--- config.mk ---
export PLATFORM = sky130hd
export DESIGN_NAME = permutePipeline
export DESIGN_NICKNAME = d
export VERILOG_FILES = /design/src/hdl/permPkg.sv /design/src/hdl/streamFifo.sv /design/src/hdl/permutationIterator.sv /design/src/hdl/permutationEvaluator.sv /design/src/hdl/coefficientAccumulator.sv /design/src/hdl/permutePipeline.sv
export SDC_FILE = /design/constraint.sdc
export NUM_CORES = 1
export LEC_CHECK = 0
export BUFFER_PORTS_ARGS = -buffer_cell sky130_fd_sc_hd__buf_2
export CELL_PAD_IN_SITES_DETAIL_PLACEMENT = 1
export CELL_PAD_IN_SITES_GLOBAL_PLACEMENT = 2
export CORE_UTILIZATION = 47
export CTS_CLUSTER_DIAMETER = 200
export CTS_CLUSTER_SIZE = 16
export DETAILED_ROUTE_END_ITERATION = 6
export PLACE_DENSITY = 0.84
export SETUP_SLACK_MARGIN = 0.1
export SLEW_MARGIN = 0
export SYNTH_ARGS = -nofsm -noshare
export SYNTH_HDL_FRONTEND = slang
export SYNTH_SLANG_ARGS = --single-unit
--- constraint.sdc ---
create_clock -name clock -period 6.21 [get_ports clock]
set_clock_uncertainty 0.1 [all_clocks]
set_input_delay 0.621 -clock clock [delete_from_list [all_inputs] [get_ports clock]]
set_output_delay 0.621 -clock clock [all_outputs]
set_load 0.05 [all_outputs]
--- src/hdl/permPkg.sv ---
package permPkg;

    localparam int varCount    = 4;
    localparam int mbfWidth    = 1 << varCount;   // 16 truth-table bits
    localparam int permCount   = 24;              // 4! variable orderings
    localparam int countWidth  = 5;               // coeffCount 0..24
    localparam int weightWidth = 5;               // popcount 0..16
    localparam int sumWidth    = 10;              // at most 24 * 16

    typedef logic [mbfWidth-1:0] mbf_t;

    typedef logic [1:0] varIdx_t;
    // entry k gives the new position of variable k
    typedef varIdx_t [varCount-1:0] permMap_t;

    // digits read as variable 3, 2, 1, 0 and the identity is the last entry
    localparam permMap_t permTable [permCount] = '{
        8'b00_01_10_11, 8'b00_01_11_10, 8'b00_10_01_11, 8'b00_10_11_01,
        8'b00_11_01_10, 8'b00_11_10_01, 8'b01_00_10_11, 8'b01_00_11_10,
        8'b01_10_00_11, 8'b01_10_11_00, 8'b01_11_00_10, 8'b01_11_10_00,
        8'b10_00_01_11, 8'b10_00_11_01, 8'b10_01_00_11, 8'b10_01_11_00,
        8'b10_11_00_01, 8'b10_11_01_00, 8'b11_00_01_10, 8'b11_00_10_01,
        8'b11_01_00_10, 8'b11_01_10_00, 8'b11_10_00_01, 8'b11_10_01_00
    };

    // stream item, either a new top or a bottom to evaluate
    typedef struct packed {
        logic newTop;
        mbf_t mbf;
    } inItem_t;

    // one permuted copy of a bottom
    typedef struct packed {
        mbf_t top;
        mbf_t permBot;
        logic first;
        logic last;
    } permWork_t;

    typedef struct packed {
        logic                   hit;      // permuted bottom lies under top
        logic [weightWidth-1:0] weight;   // popcount of top minus bottom
        logic                   first;
        logic                   last;
    } evalOut_t;

    typedef struct packed {
        logic [countWidth-1:0] coeffCount;
        logic [sumWidth-1:0]   summedData;
    } result_t;

endpackage

--- src/hdl/streamFifo.sv ---
module streamFifo #(
    parameter type payload_t = logic [7:0],
    parameter int  depth     = 4
) (
    input  logic     clock,
    input  logic     rst,
    input  logic     writeEn,
    input  payload_t writeData,
    output logic     full,
    input  logic     readEn,
    output payload_t readData,
    output logic     empty
);

    localparam int ptrWidth   = (depth > 1) ? $clog2(depth) : 1;
    localparam int countWidth = $clog2(depth + 1);

    payload_t mem [depth];
    logic [ptrWidth-1:0]   wrPtr;
    logic [ptrWidth-1:0]   rdPtr;
    logic [countWidth-1:0] count;
    logic [countWidth-1:0] countNext;
    logic doWrite;
    logic doRead;

    assign doRead  = readEn && !empty;
    assign doWrite = writeEn && (!full || doRead);   // full slot frees up this cycle
    assign readData = mem[rdPtr];                     // first-word fall-through

    always_comb begin
        countNext = count;
        if (doWrite && !doRead) countNext = count + 1'b1;
        if (doRead && !doWrite) countNext = count - 1'b1;
    end

    always_ff @(posedge clock) begin
        if (doWrite) mem[wrPtr] <= writeData;
    end

    always_ff @(posedge clock) begin
        if (!rst) begin
            wrPtr <= '0;
            rdPtr <= '0;
            count <= '0;
            full  <= 1'b1;   // no space offered until out of reset
            empty <= 1'b1;
        end else begin
            if (doWrite) wrPtr <= (wrPtr == ptrWidth'(depth - 1)) ? '0 : wrPtr + 1'b1;
            if (doRead) rdPtr <= (rdPtr == ptrWidth'(depth - 1)) ? '0 : rdPtr + 1'b1;
            count <= countNext;
            full  <= (countNext == countWidth'(depth));
            empty <= (countNext == '0);
        end
    end

endmodule

--- src/hdl/permutationIterator.sv ---
module permutationIterator #(
    parameter int credits = 4
) (
    input  logic               clock,
    input  logic               rst,
    input  logic               headValid,
    input  permPkg::inItem_t   headItem,
    output logic               take,
    input  logic               resultTaken,
    output logic               workValid,
    output permPkg::permWork_t work
);
    import permPkg::*;

    localparam int creditWidth = $clog2(credits + 1);
    localparam int idxWidth    = $clog2(permCount);

    mbf_t topReg;    // top for bottoms taken from now on
    mbf_t workTop;   // top that was in force when the current bottom was taken
    mbf_t botReg;
    logic [idxWidth-1:0]    permIdx;
    logic                   busy;
    logic [creditWidth-1:0] creditCount;
    logic lastPerm;
    logic canTakeBot;
    logic takeBot;

    // bit i moves to the index whose variable bits follow the mapping
    function automatic mbf_t permuteMbf(mbf_t src, permMap_t map);
        mbf_t dst;
        logic [varCount-1:0] srcIdx;
        logic [varCount-1:0] dstIdx;
        dst = '0;
        for (int i = 0; i < mbfWidth; i++) begin
            srcIdx = varCount'(i);
            dstIdx = '0;
            for (int k = 0; k < varCount; k++) begin
                dstIdx[map[k]] = srcIdx[k];
            end
            dst[dstIdx] = src[i];
        end
        return dst;
    endfunction

    assign lastPerm   = busy && (permIdx == idxWidth'(permCount - 1));
    // a new bottom may follow straight on from the last permutation
    assign canTakeBot = (!busy || lastPerm) && (creditCount != '0);
    assign take       = headValid && (headItem.newTop || canTakeBot);
    assign takeBot    = take && !headItem.newTop;

    always_ff @(posedge clock) begin
        if (!rst) begin
            topReg <= '0;
        end else if (take && headItem.newTop) begin
            topReg <= headItem.mbf;
        end
    end

    always_ff @(posedge clock) begin
        if (takeBot) begin
            botReg  <= headItem.mbf;
            workTop <= topReg;
        end
    end

    always_ff @(posedge clock) begin
        if (!rst) begin
            busy      <= 1'b0;
            permIdx   <= '0;
            workValid <= 1'b0;
        end else begin
            workValid <= busy;
            if (takeBot) begin
                busy    <= 1'b1;
                permIdx <= '0;
            end else if (lastPerm) begin
                busy    <= 1'b0;
                permIdx <= '0;
            end else if (busy) begin
                permIdx <= permIdx + 1'b1;
            end
        end
    end

    always_ff @(posedge clock) begin
        if (busy) begin
            work.top     <= workTop;
            work.permBot <= permuteMbf(botReg, permTable[permIdx]);
            work.first   <= (permIdx == '0);
            work.last    <= lastPerm;
        end
    end

    // one credit per free slot in the result FIFO
    always_ff @(posedge clock) begin
        if (!rst) begin
            creditCount <= creditWidth'(credits);
        end else begin
            case ({takeBot, resultTaken})
                2'b10:   creditCount <= creditCount - 1'b1;
                2'b01:   creditCount <= creditCount + 1'b1;
                default: creditCount <= creditCount;
            endcase
        end
    end

endmodule

--- src/hdl/permutationEvaluator.sv ---
module permutationEvaluator (
    input  logic               clock,
    input  logic               rst,
    input  logic               workValid,
    input  permPkg::permWork_t work,
    output logic               evalValid,
    output permPkg::evalOut_t  evalOut
);
    import permPkg::*;

    typedef struct packed {
        logic hit;
        mbf_t mask;   // top with the permuted bottom removed
        logic first;
        logic last;
    } stage1_t;

    stage1_t s1;
    logic    s1Valid;

    function automatic logic [weightWidth-1:0] popCount(mbf_t bits);
        logic [weightWidth-1:0] total;
        total = '0;
        for (int i = 0; i < mbfWidth; i++) begin
            total = total + weightWidth'(bits[i]);
        end
        return total;
    endfunction

    always_ff @(posedge clock) begin
        if (!rst) begin
            s1Valid   <= 1'b0;
            evalValid <= 1'b0;
        end else begin
            s1Valid   <= workValid;
            evalValid <= s1Valid;
        end
    end

    // stage 1: subset test and difference mask
    always_ff @(posedge clock) begin
        if (workValid) begin
            s1.hit   <= ((work.permBot & ~work.top) == '0);
            s1.mask  <= work.top & ~work.permBot;
            s1.first <= work.first;
            s1.last  <= work.last;
        end
    end

    // stage 2: weight of the mask
    always_ff @(posedge clock) begin
        if (s1Valid) begin
            evalOut.hit    <= s1.hit;
            evalOut.weight <= popCount(s1.mask);
            evalOut.first  <= s1.first;
            evalOut.last   <= s1.last;
        end
    end

endmodule

--- src/hdl/coefficientAccumulator.sv ---
module coefficientAccumulator (
    input  logic              clock,
    input  logic              rst,
    input  logic              evalValid,
    input  permPkg::evalOut_t evalOut,
    output logic              resValid,
    output permPkg::result_t  result
);
    import permPkg::*;

    logic [countWidth-1:0] countAcc;
    logic [sumWidth-1:0]   sumAcc;
    logic [countWidth-1:0] countNext;
    logic [sumWidth-1:0]   sumNext;

    // a first entry starts a fresh bottom, dropping the previous totals
    always_comb begin
        countNext = evalOut.first ? '0 : countAcc;
        sumNext   = evalOut.first ? '0 : sumAcc;
        if (evalOut.hit) begin
            countNext = countNext + 1'b1;
            sumNext   = sumNext + sumWidth'(evalOut.weight);
        end
    end

    always_ff @(posedge clock) begin
        if (evalValid) begin
            countAcc <= countNext;
            sumAcc   <= sumNext;
        end
    end

    always_ff @(posedge clock) begin
        if (evalValid && evalOut.last) begin
            result.coeffCount <= countNext;
            result.summedData <= sumNext;
        end
    end

    always_ff @(posedge clock) begin
        if (!rst) begin
            resValid <= 1'b0;
        end else begin
            resValid <= evalValid && evalOut.last;   // single-cycle pulse
        end
    end

endmodule

--- src/hdl/permutePipeline.sv ---
module permutePipeline #(
    parameter int inDepth  = 4,
    parameter int outDepth = 4
) (
    input  logic             clock,
    input  logic             rst,
    input  logic             inValid,
    output logic             inReady,
    input  permPkg::inItem_t inItem,
    output logic             outValid,
    input  logic             outReady,
    output permPkg::result_t outResult
);
    import permPkg::*;

    inItem_t   headItem;
    logic      inFull;
    logic      inEmpty;
    logic      take;
    logic      resultTaken;
    logic      workValid;
    permWork_t work;
    logic      evalValid;
    evalOut_t  evalOut;
    logic      resValid;
    result_t   result;
    logic      resFull;    // watched by the bound checks
    logic      resEmpty;

    assign inReady     = !inFull;
    assign outValid    = !resEmpty;
    assign resultTaken = outValid && outReady;   // frees one credit

    streamFifo #(
        .payload_t(inItem_t),
        .depth    (inDepth)
    ) inFifo (
        .clock    (clock),
        .rst      (rst),
        .writeEn  (inValid && inReady),   // only a completed input handshake
        .writeData(inItem),
        .full     (inFull),
        .readEn   (take),
        .readData (headItem),
        .empty    (inEmpty)
    );

    permutationIterator #(
        .credits(outDepth)
    ) iterator (
        .clock      (clock),
        .rst        (rst),
        .headValid  (!inEmpty),
        .headItem   (headItem),
        .take       (take),
        .resultTaken(resultTaken),
        .workValid  (workValid),
        .work       (work)
    );

    permutationEvaluator evaluator (
        .clock    (clock),
        .rst      (rst),
        .workValid(workValid),
        .work     (work),
        .evalValid(evalValid),
        .evalOut  (evalOut)
    );

    coefficientAccumulator accumulator (
        .clock    (clock),
        .rst      (rst),
        .evalValid(evalValid),
        .evalOut  (evalOut),
        .resValid (resValid),
        .result   (result)
    );

    // sized by the credits so it never overflows
    streamFifo #(
        .payload_t(result_t),
        .depth    (outDepth)
    ) outFifo (
        .clock    (clock),
        .rst      (rst),
        .writeEn  (resValid),
        .writeData(result),
        .full     (resFull),
        .readEn   (outReady),
        .readData (outResult),
        .empty    (resEmpty)
    );

endmodule

==> impl_metrics.ini, run 1 <==
[outcome]
status = complete, no violations

[synth]
syn_inst = 1343
synth-async-reset-ratio = 0
synth_edf_count = 251
synth_flop_cell = edfxtp_1
synth_top_cells_by_area = edfxtp_1 47%, dfxtp_1 6.4%, mux4_2 4.5%
seq_area_frac_synth = 0.538
synth.net_count = 1414
syn_area_um2 = 15900
synth_cell_types = 98
yosysTopAreaCellShare = 0.474
ys_ff_latch = 302
avgSynthCellArea_um2 = 11.9
synth_warnings = 0
synth_area_leader_cell = edfxtp_1

[clock_network]
cts_buffers = 22
htree_levels = 1
clock_sinks = 302
cts_root_buffer = clkbuf_16
clkLatencyLatePin_ns = 0.54
postCtsSetupBuffers = 0
cts_hold_buf = 0
cts.path.max_buffers = 3
cts_resized = 0
path_clk_slew_ns = 0.09
tritoncts = built

[floorplan]
dieArea_um2 = 34600
num_io_pins = 38
start_util = 0.476
design.core.area_um2 = 33400
die_h_um = 186
rows = 67
die_w_um = 186

[worst_setup_path]
end_kind = flop
r2r-end = iterator.work[4]
worstPathArrival_ns = 5.08
r2r.worst_path.cells = 11
worstPathMaxFanout = 24
r2r_setup_slack_ns = 1.31
r2r-start = iterator.permIdx[2]
crit_type = flop to flop
cp_data_required_time_ns = 6.39
cp-start-kind = flop

[power]
peakVddDrop_uv = 255
clockPowerShare = 0.206
p_per_area_nw_per_um2 = 386
p_int_mw = 4.17
p_leak_nw = 5.76
switchingPower_mw = 2.46
total_power_mw = 6.63
switching_share = 0.371
power_frac_comb = 0.343
p_seq_frac = 0.451

[place]
hpwl_um = 35000
gp_congestion = 0.963
place.port_buffers = 37

[routing]
drc = 0
drtIter0Drc = 943
vias_per_cell = 6.31
wire_per_inst_um = 25.6
met3_length_um = 2820
wl_met1_um = 19400
dr.pass1.iters = 6
wirelength_um = 47000
detail-route-antenna-nets = 0
routed.top_layer = met4
vias = 11570
wl_met2_um = 23100

[min_path]
hold_depth = 1
hold_path_class = primary input to flop
min_from = inItem[16]
hold_end = inFifo.mem[0][16]

[sta]
final.period_utilization = 0.789
period_minus_slack_ns = 4.90
setup_viol = 0
slew_viol_final = 0
fin_setup_tns_ns = 0
hold_viol = 0
max_freq_mhz = 204
slew_headroom = 0.185
worstMarginPinSlew_ns = 1.21
rsz0062_at_grt = false

[cells_and_area]
nNetsFinal = 1441
nFillCells = 3458
drive_above_1_share = 0.124
area_growth_pct = 7.96

[global_route]
first_global_vias = 12012
antenna_found_initial = 0
grt_pass1_wl_um = 71800
grt_max_degree = 43
overflow = 0
grt_util_all_layers = 0.277

[run]
cap_violations = 0
==> layer usage <==
| layer | up-vias | track usage |
|---|---|---|
| met5 | - | 0 |
| met4 | 0 | 0.105 |
| li1 | 5205 | - |
| met2 | 422 | 0.474 |
| met3 | 117 | 0.0470 |
| met1 | 5826 | 0.350 |
==> placed cells by master (no fill, tap or decap), types with 15 or more instances in the layout <==
master / Yosys / layout
or3_1: 17 / 17
a31oi_1: 15 / 15
nand4_1: 20 / 20
buf_2: 10 / 37
mux2i_1: 36 / 36
o211ai_1: 15 / 15
clkbuf_1: 31 / 16
inv_1: 66 / 66
clkbuf_16: 0 / 22
nand2b_1: 15 / 15
nand2_1: 90 / 90
o21ai_0: 34 / 34
nor2b_1: 56 / 56
buf_4: 3 / 18
o21ai_1: 23 / 23
edfxtp_1: 251 / 251
ha_1: 38 / 38
and2_1: 24 / 24
nor3_1: 32 / 32
a21oi_1: 57 / 57
dfxtp_1: 51 / 50
nor2_1: 101 / 101
nand3_1: 40 / 40
o22ai_1: 15 / 15
mux4_2: 32 / 32
==> cells by family (layout without fill, tap and decap cells) <==
group                    count (synthesis)  count (layout)  share of synthesized area
AO/OA/AOI/OAI                          320             320                      0.152
XOR/XNOR                                22              22                     0.0121
adder cells (fa/ha/maj)                 50              50                     0.0450
buffers and inverters                  118             161                     0.0312
flip-flops                             302             302                      0.538
multiplexers                            82              82                     0.0782
other                                    0               1                          0
AND/OR/NAND/NOR                        449             449                      0.144
==> cells in the mapped netlist, drive strengths merged (35+ instances only) <==
master / count
a21oi: 60
dfxtp: 51
edfxtp: 251
ha: 38
inv: 66
mux2i: 37
nand2: 92
nand3: 40
nor2: 103
nor2b: 56
nor3: 35
o21ai: 62
==> through the flow <==
step / hold WS, ns / setup WS [ns] / cells / area (um^2) / utilization
floorplan: 0.300 / 2.28 / 1343 / 15900 / -
global placement: 0.303 / 1.62 / 1794 / 16500 / 0.495
detailed placement: 0.306 / 1.39 / 1794 / 16500 / 0.495
CTS: 0.188 / 1.37 / 1834 / 17200 / 0.514
global route: 0.194 / 0.897 / 1834 / 17200 / 0.514
finish: 0.205 / 1.31 / 1835 / 17200 / 0.514
==> sequential cells by signal (all words and copies together) (netlist names), 2 cells and up, named ones only <==
signal / cells
inFifo.count: 3
accumulator.result: 15
outFifo.mem: 60
outFifo.wrPtr: 2
inFifo.mem: 68
inFifo.wrPtr: 2
iterator.workTop: 16
accumulator.countAcc: 5
iterator.work: 34
outFifo.rdPtr: 2
evaluator.s1: 19
outFifo.count: 3
iterator.botReg: 16
accumulator.sumAcc: 10
inFifo.rdPtr: 2
evaluator.evalOut: 8
iterator.topReg: 16
iterator.permIdx: 5
iterator.creditCount: 3
==> area by class of cell <==
cell class,instances,area (um^2),area share
clock buffer,38,611,0.0355
timing repair buffer,55,320,0.0186
inverter,66,248,0.0144
clock inverter,2,20.0,0.00117
multi-input combinational,923,6860,0.399
antenna,1,2.50,0.000146
sequential,302,8560,0.498
tap,448,561,0.0326
==> power groups by stage <==
stage                     registers, mW  logic [mW]  clock network (mW)
final                              2.99        2.27                1.36
after global placement             3.03        2.20                   0
after detailed placement           3.04        2.25                   0
after floorplan                    2.83        1.67                   0
after global routing               3.04        2.49                1.44
after CTS                          3.00        2.26                1.39
==> worst max-delay path: stages (launching register included) <==
cell and delay [ns]:
dfxtp_1 0.87, inv_1 0.21, ha_1 0.36, nand2b_1 0.31, o31a_1 0.46, nand2_1 0.37, a31oi_1 0.47, nand2_1 0.23
nor3_1 0.29, mux2_2 0.38, a311oi_1 0.45, o22ai_1 0.13
==> worst max path at each step <==
stage	start	to	slack, ns	cells after the start
after global routing	iterator.permIdx[2]	iterator.work[4]	0.90	11
after floorplan	evaluator.s1[2]	evaluator.evalOut[6]	2.28	11
after detailed placement	iterator.permIdx[2]	iterator.work[4]	1.39	11
after global placement	iterator.permIdx[2]	iterator.work[4]	1.62	11
final	iterator.permIdx[2]	iterator.work[4]	1.31	11
after CTS	iterator.permIdx[2]	iterator.work[4]	1.37	11
No activity file was read; power rests on OpenSTA's default activity.
==> run 2, diff against run 1 <==
- CORE_UTILIZATION: 47 -> 40
- PLACE_DENSITY: 0.84 -> 0.76
- clock period: 6.21 -> 4.05 ns (I/O delays scaled with it)
==> impl_metrics.ini, run 2 (synthesis results as in run 1) <==
[sta]
rsz0062_at_grt = true
max_freq_mhz = 257
worstMarginPinSlew_ns = 1.01
hold_viol = 0
period_minus_slack_ns = 3.89
final.period_utilization = 0.960
slew_viol_final = 0
slew_headroom = 0.327
setup_viol = 0
worst_slack_ns = 0.163
whs_ns = 0.209

[power]
p_leak_nw = 6.44
peakVddDrop_uv = 357
p_per_area_nw_per_um2 = 582

[clock_network]
cts_buffers = 22
tritoncts = built
cts.path.max_buffers = 3
clkLatencyLatePin_ns = 0.55
path_clk_slew_ns = 0.07
htree_levels = 1
cts_root_buffer = clkbuf_16
clock_sinks = 302

[cells_and_area]
regMostFlops = inFifo.mem
final_common_cell = edfxtp_1
drive_above_1_share = 0.201
nNetsFinal = 1579
area_growth_pct = 15.9
fin_util = 0.474
design_area_um2 = 18400
mostFrequentLayoutCells = 251 x edfxtp_1, 139 x buf_4, 101 x nor2_1
top_regs = inFifo.mem: 68 flops, outFifo.mem: 60 flops, iterator.work: 34 flops
nFillCells = 4152
largest_reg_flops = 68
antenna_cells = 0

[global_route]
antenna_found_initial = 0
grt_pass1_wl_um = 74600
first_global_vias = 12345
overflow = 0
grt_util_all_layers = 0.241
grt_max_degree = 41

[floorplan]
start_util = 0.409
num_io_pins = 38
dieArea_um2 = 40600
die_w_um = 201
rows = 72
die_h_um = 201
design.core.area_um2 = 38900

[worst_setup_path]
end_kind = flop
cp-start-kind = flop
worstPathArrival_ns = 4.09
cp_data_required_time_ns = 4.25
worstPathMaxFanout = 2
crit_type = flop to flop

[routing]
drtIter0Drc = 838
drc = 0
vias_per_cell = 5.82
vias = 11881
detail-route-antenna-nets = 0
wirelength_um = 48500
wire_per_inst_um = 23.7
dr.pass1.iters = 5

[place]
placed_area_um2 = 17500
gp_congestion = 0.960
place.port_buffers = 37
hpwl_um = 37400
place_ws_ns = -0.0390

[min_path]
hold_path_class = primary input to flop

[outcome]
status = complete, no violations

[run]
cap_violations = 0
[run 2: cell types whose count changed in the layout (fill, tap and decap cells not counted), sizes merged]
cell / previous run / this run
clkinv: 2 / 1
diode: 1 / 0
clkbuf: 38 / 39
buf: 55 / 176
dlygate4sd3: 0 / 17
[run 2: timing repair]
action                                 in CTS  in global routing
endpoints found under the hold margin      68                  0
setup endpoints to repair                   9                 13
resized for setup                           3                 16
pin swaps                                   2                  2
buffers inserted                            0                  3
hold buffers                               17                  0
[run 2: worst paths after layout]
| check | depth (start not counted) | to | from | slack [ns] |
|---|---|---|---|---|
| hold / removal | 2 | outFifo.wrPtr[0] | rst | 0.21 |
| setup reg to reg | 11 | evaluator.evalOut[6] | evaluator.s1[2] | 0.16 |
| hold reg to reg | 0 | evaluator.s1[0] | iterator.work[0] | 0.30 |
| setup / recovery | 11 | evaluator.evalOut[6] | evaluator.s1[2] | 0.16 |
[run 2: area by class of cell]
class,count,area [um^2],share of cell area
Sequential cell,302,8560,0.464
Multi-Input combinational cell,923,6950,0.377
Timing Repair Buffer,193,1400,0.0758
Tap cell,518,648,0.0351
Clock buffer,39,636,0.0345
Inverter,66,248,0.0134
Clock inverter,1,3.75,0.000204
[run 2: report_power, final]
group	internal, mW	switching [mW]
logic	1.71	2.44
clock network	1.06	1.04
registers	4.06	0.421
total	6.84	3.90
[run 2: per-stage QoR]
stage	power [mW]	setup TNS, ns	instances
after floorplan	6.90	0	1343
after global placement	8.53	0	1982
after detailed placement	8.61	-0.0390	1982
after CTS	10.8	0	2039
after global routing	11.3	0	2042
final	10.7	0	2042
[run 2: critical path, cell delays in order, from the launching register on]
cell and delay, ns:
edfxtp_1 0.38, ha_1 0.30, inv_2 0.04, fa_1 0.45, fa_1 0.51, fa_1 0.43
fa_1 0.49, inv_1 0.05, fa_2 0.35, fa_2 0.37, a21oi_2 0.14, nor2b_1 0.05
[run 2: layer usage]
metal | wire [um] | global-route usage | up-vias
li1 | - | - | 5475
met3 | 1580 | 0.0230 | 86
met4 | 1650 | 0.0801 | 0
met5 | 0 | 0 | -
met1 | 21300 | 0.317 | 6029
met2 | 23900 | 0.417 | 291
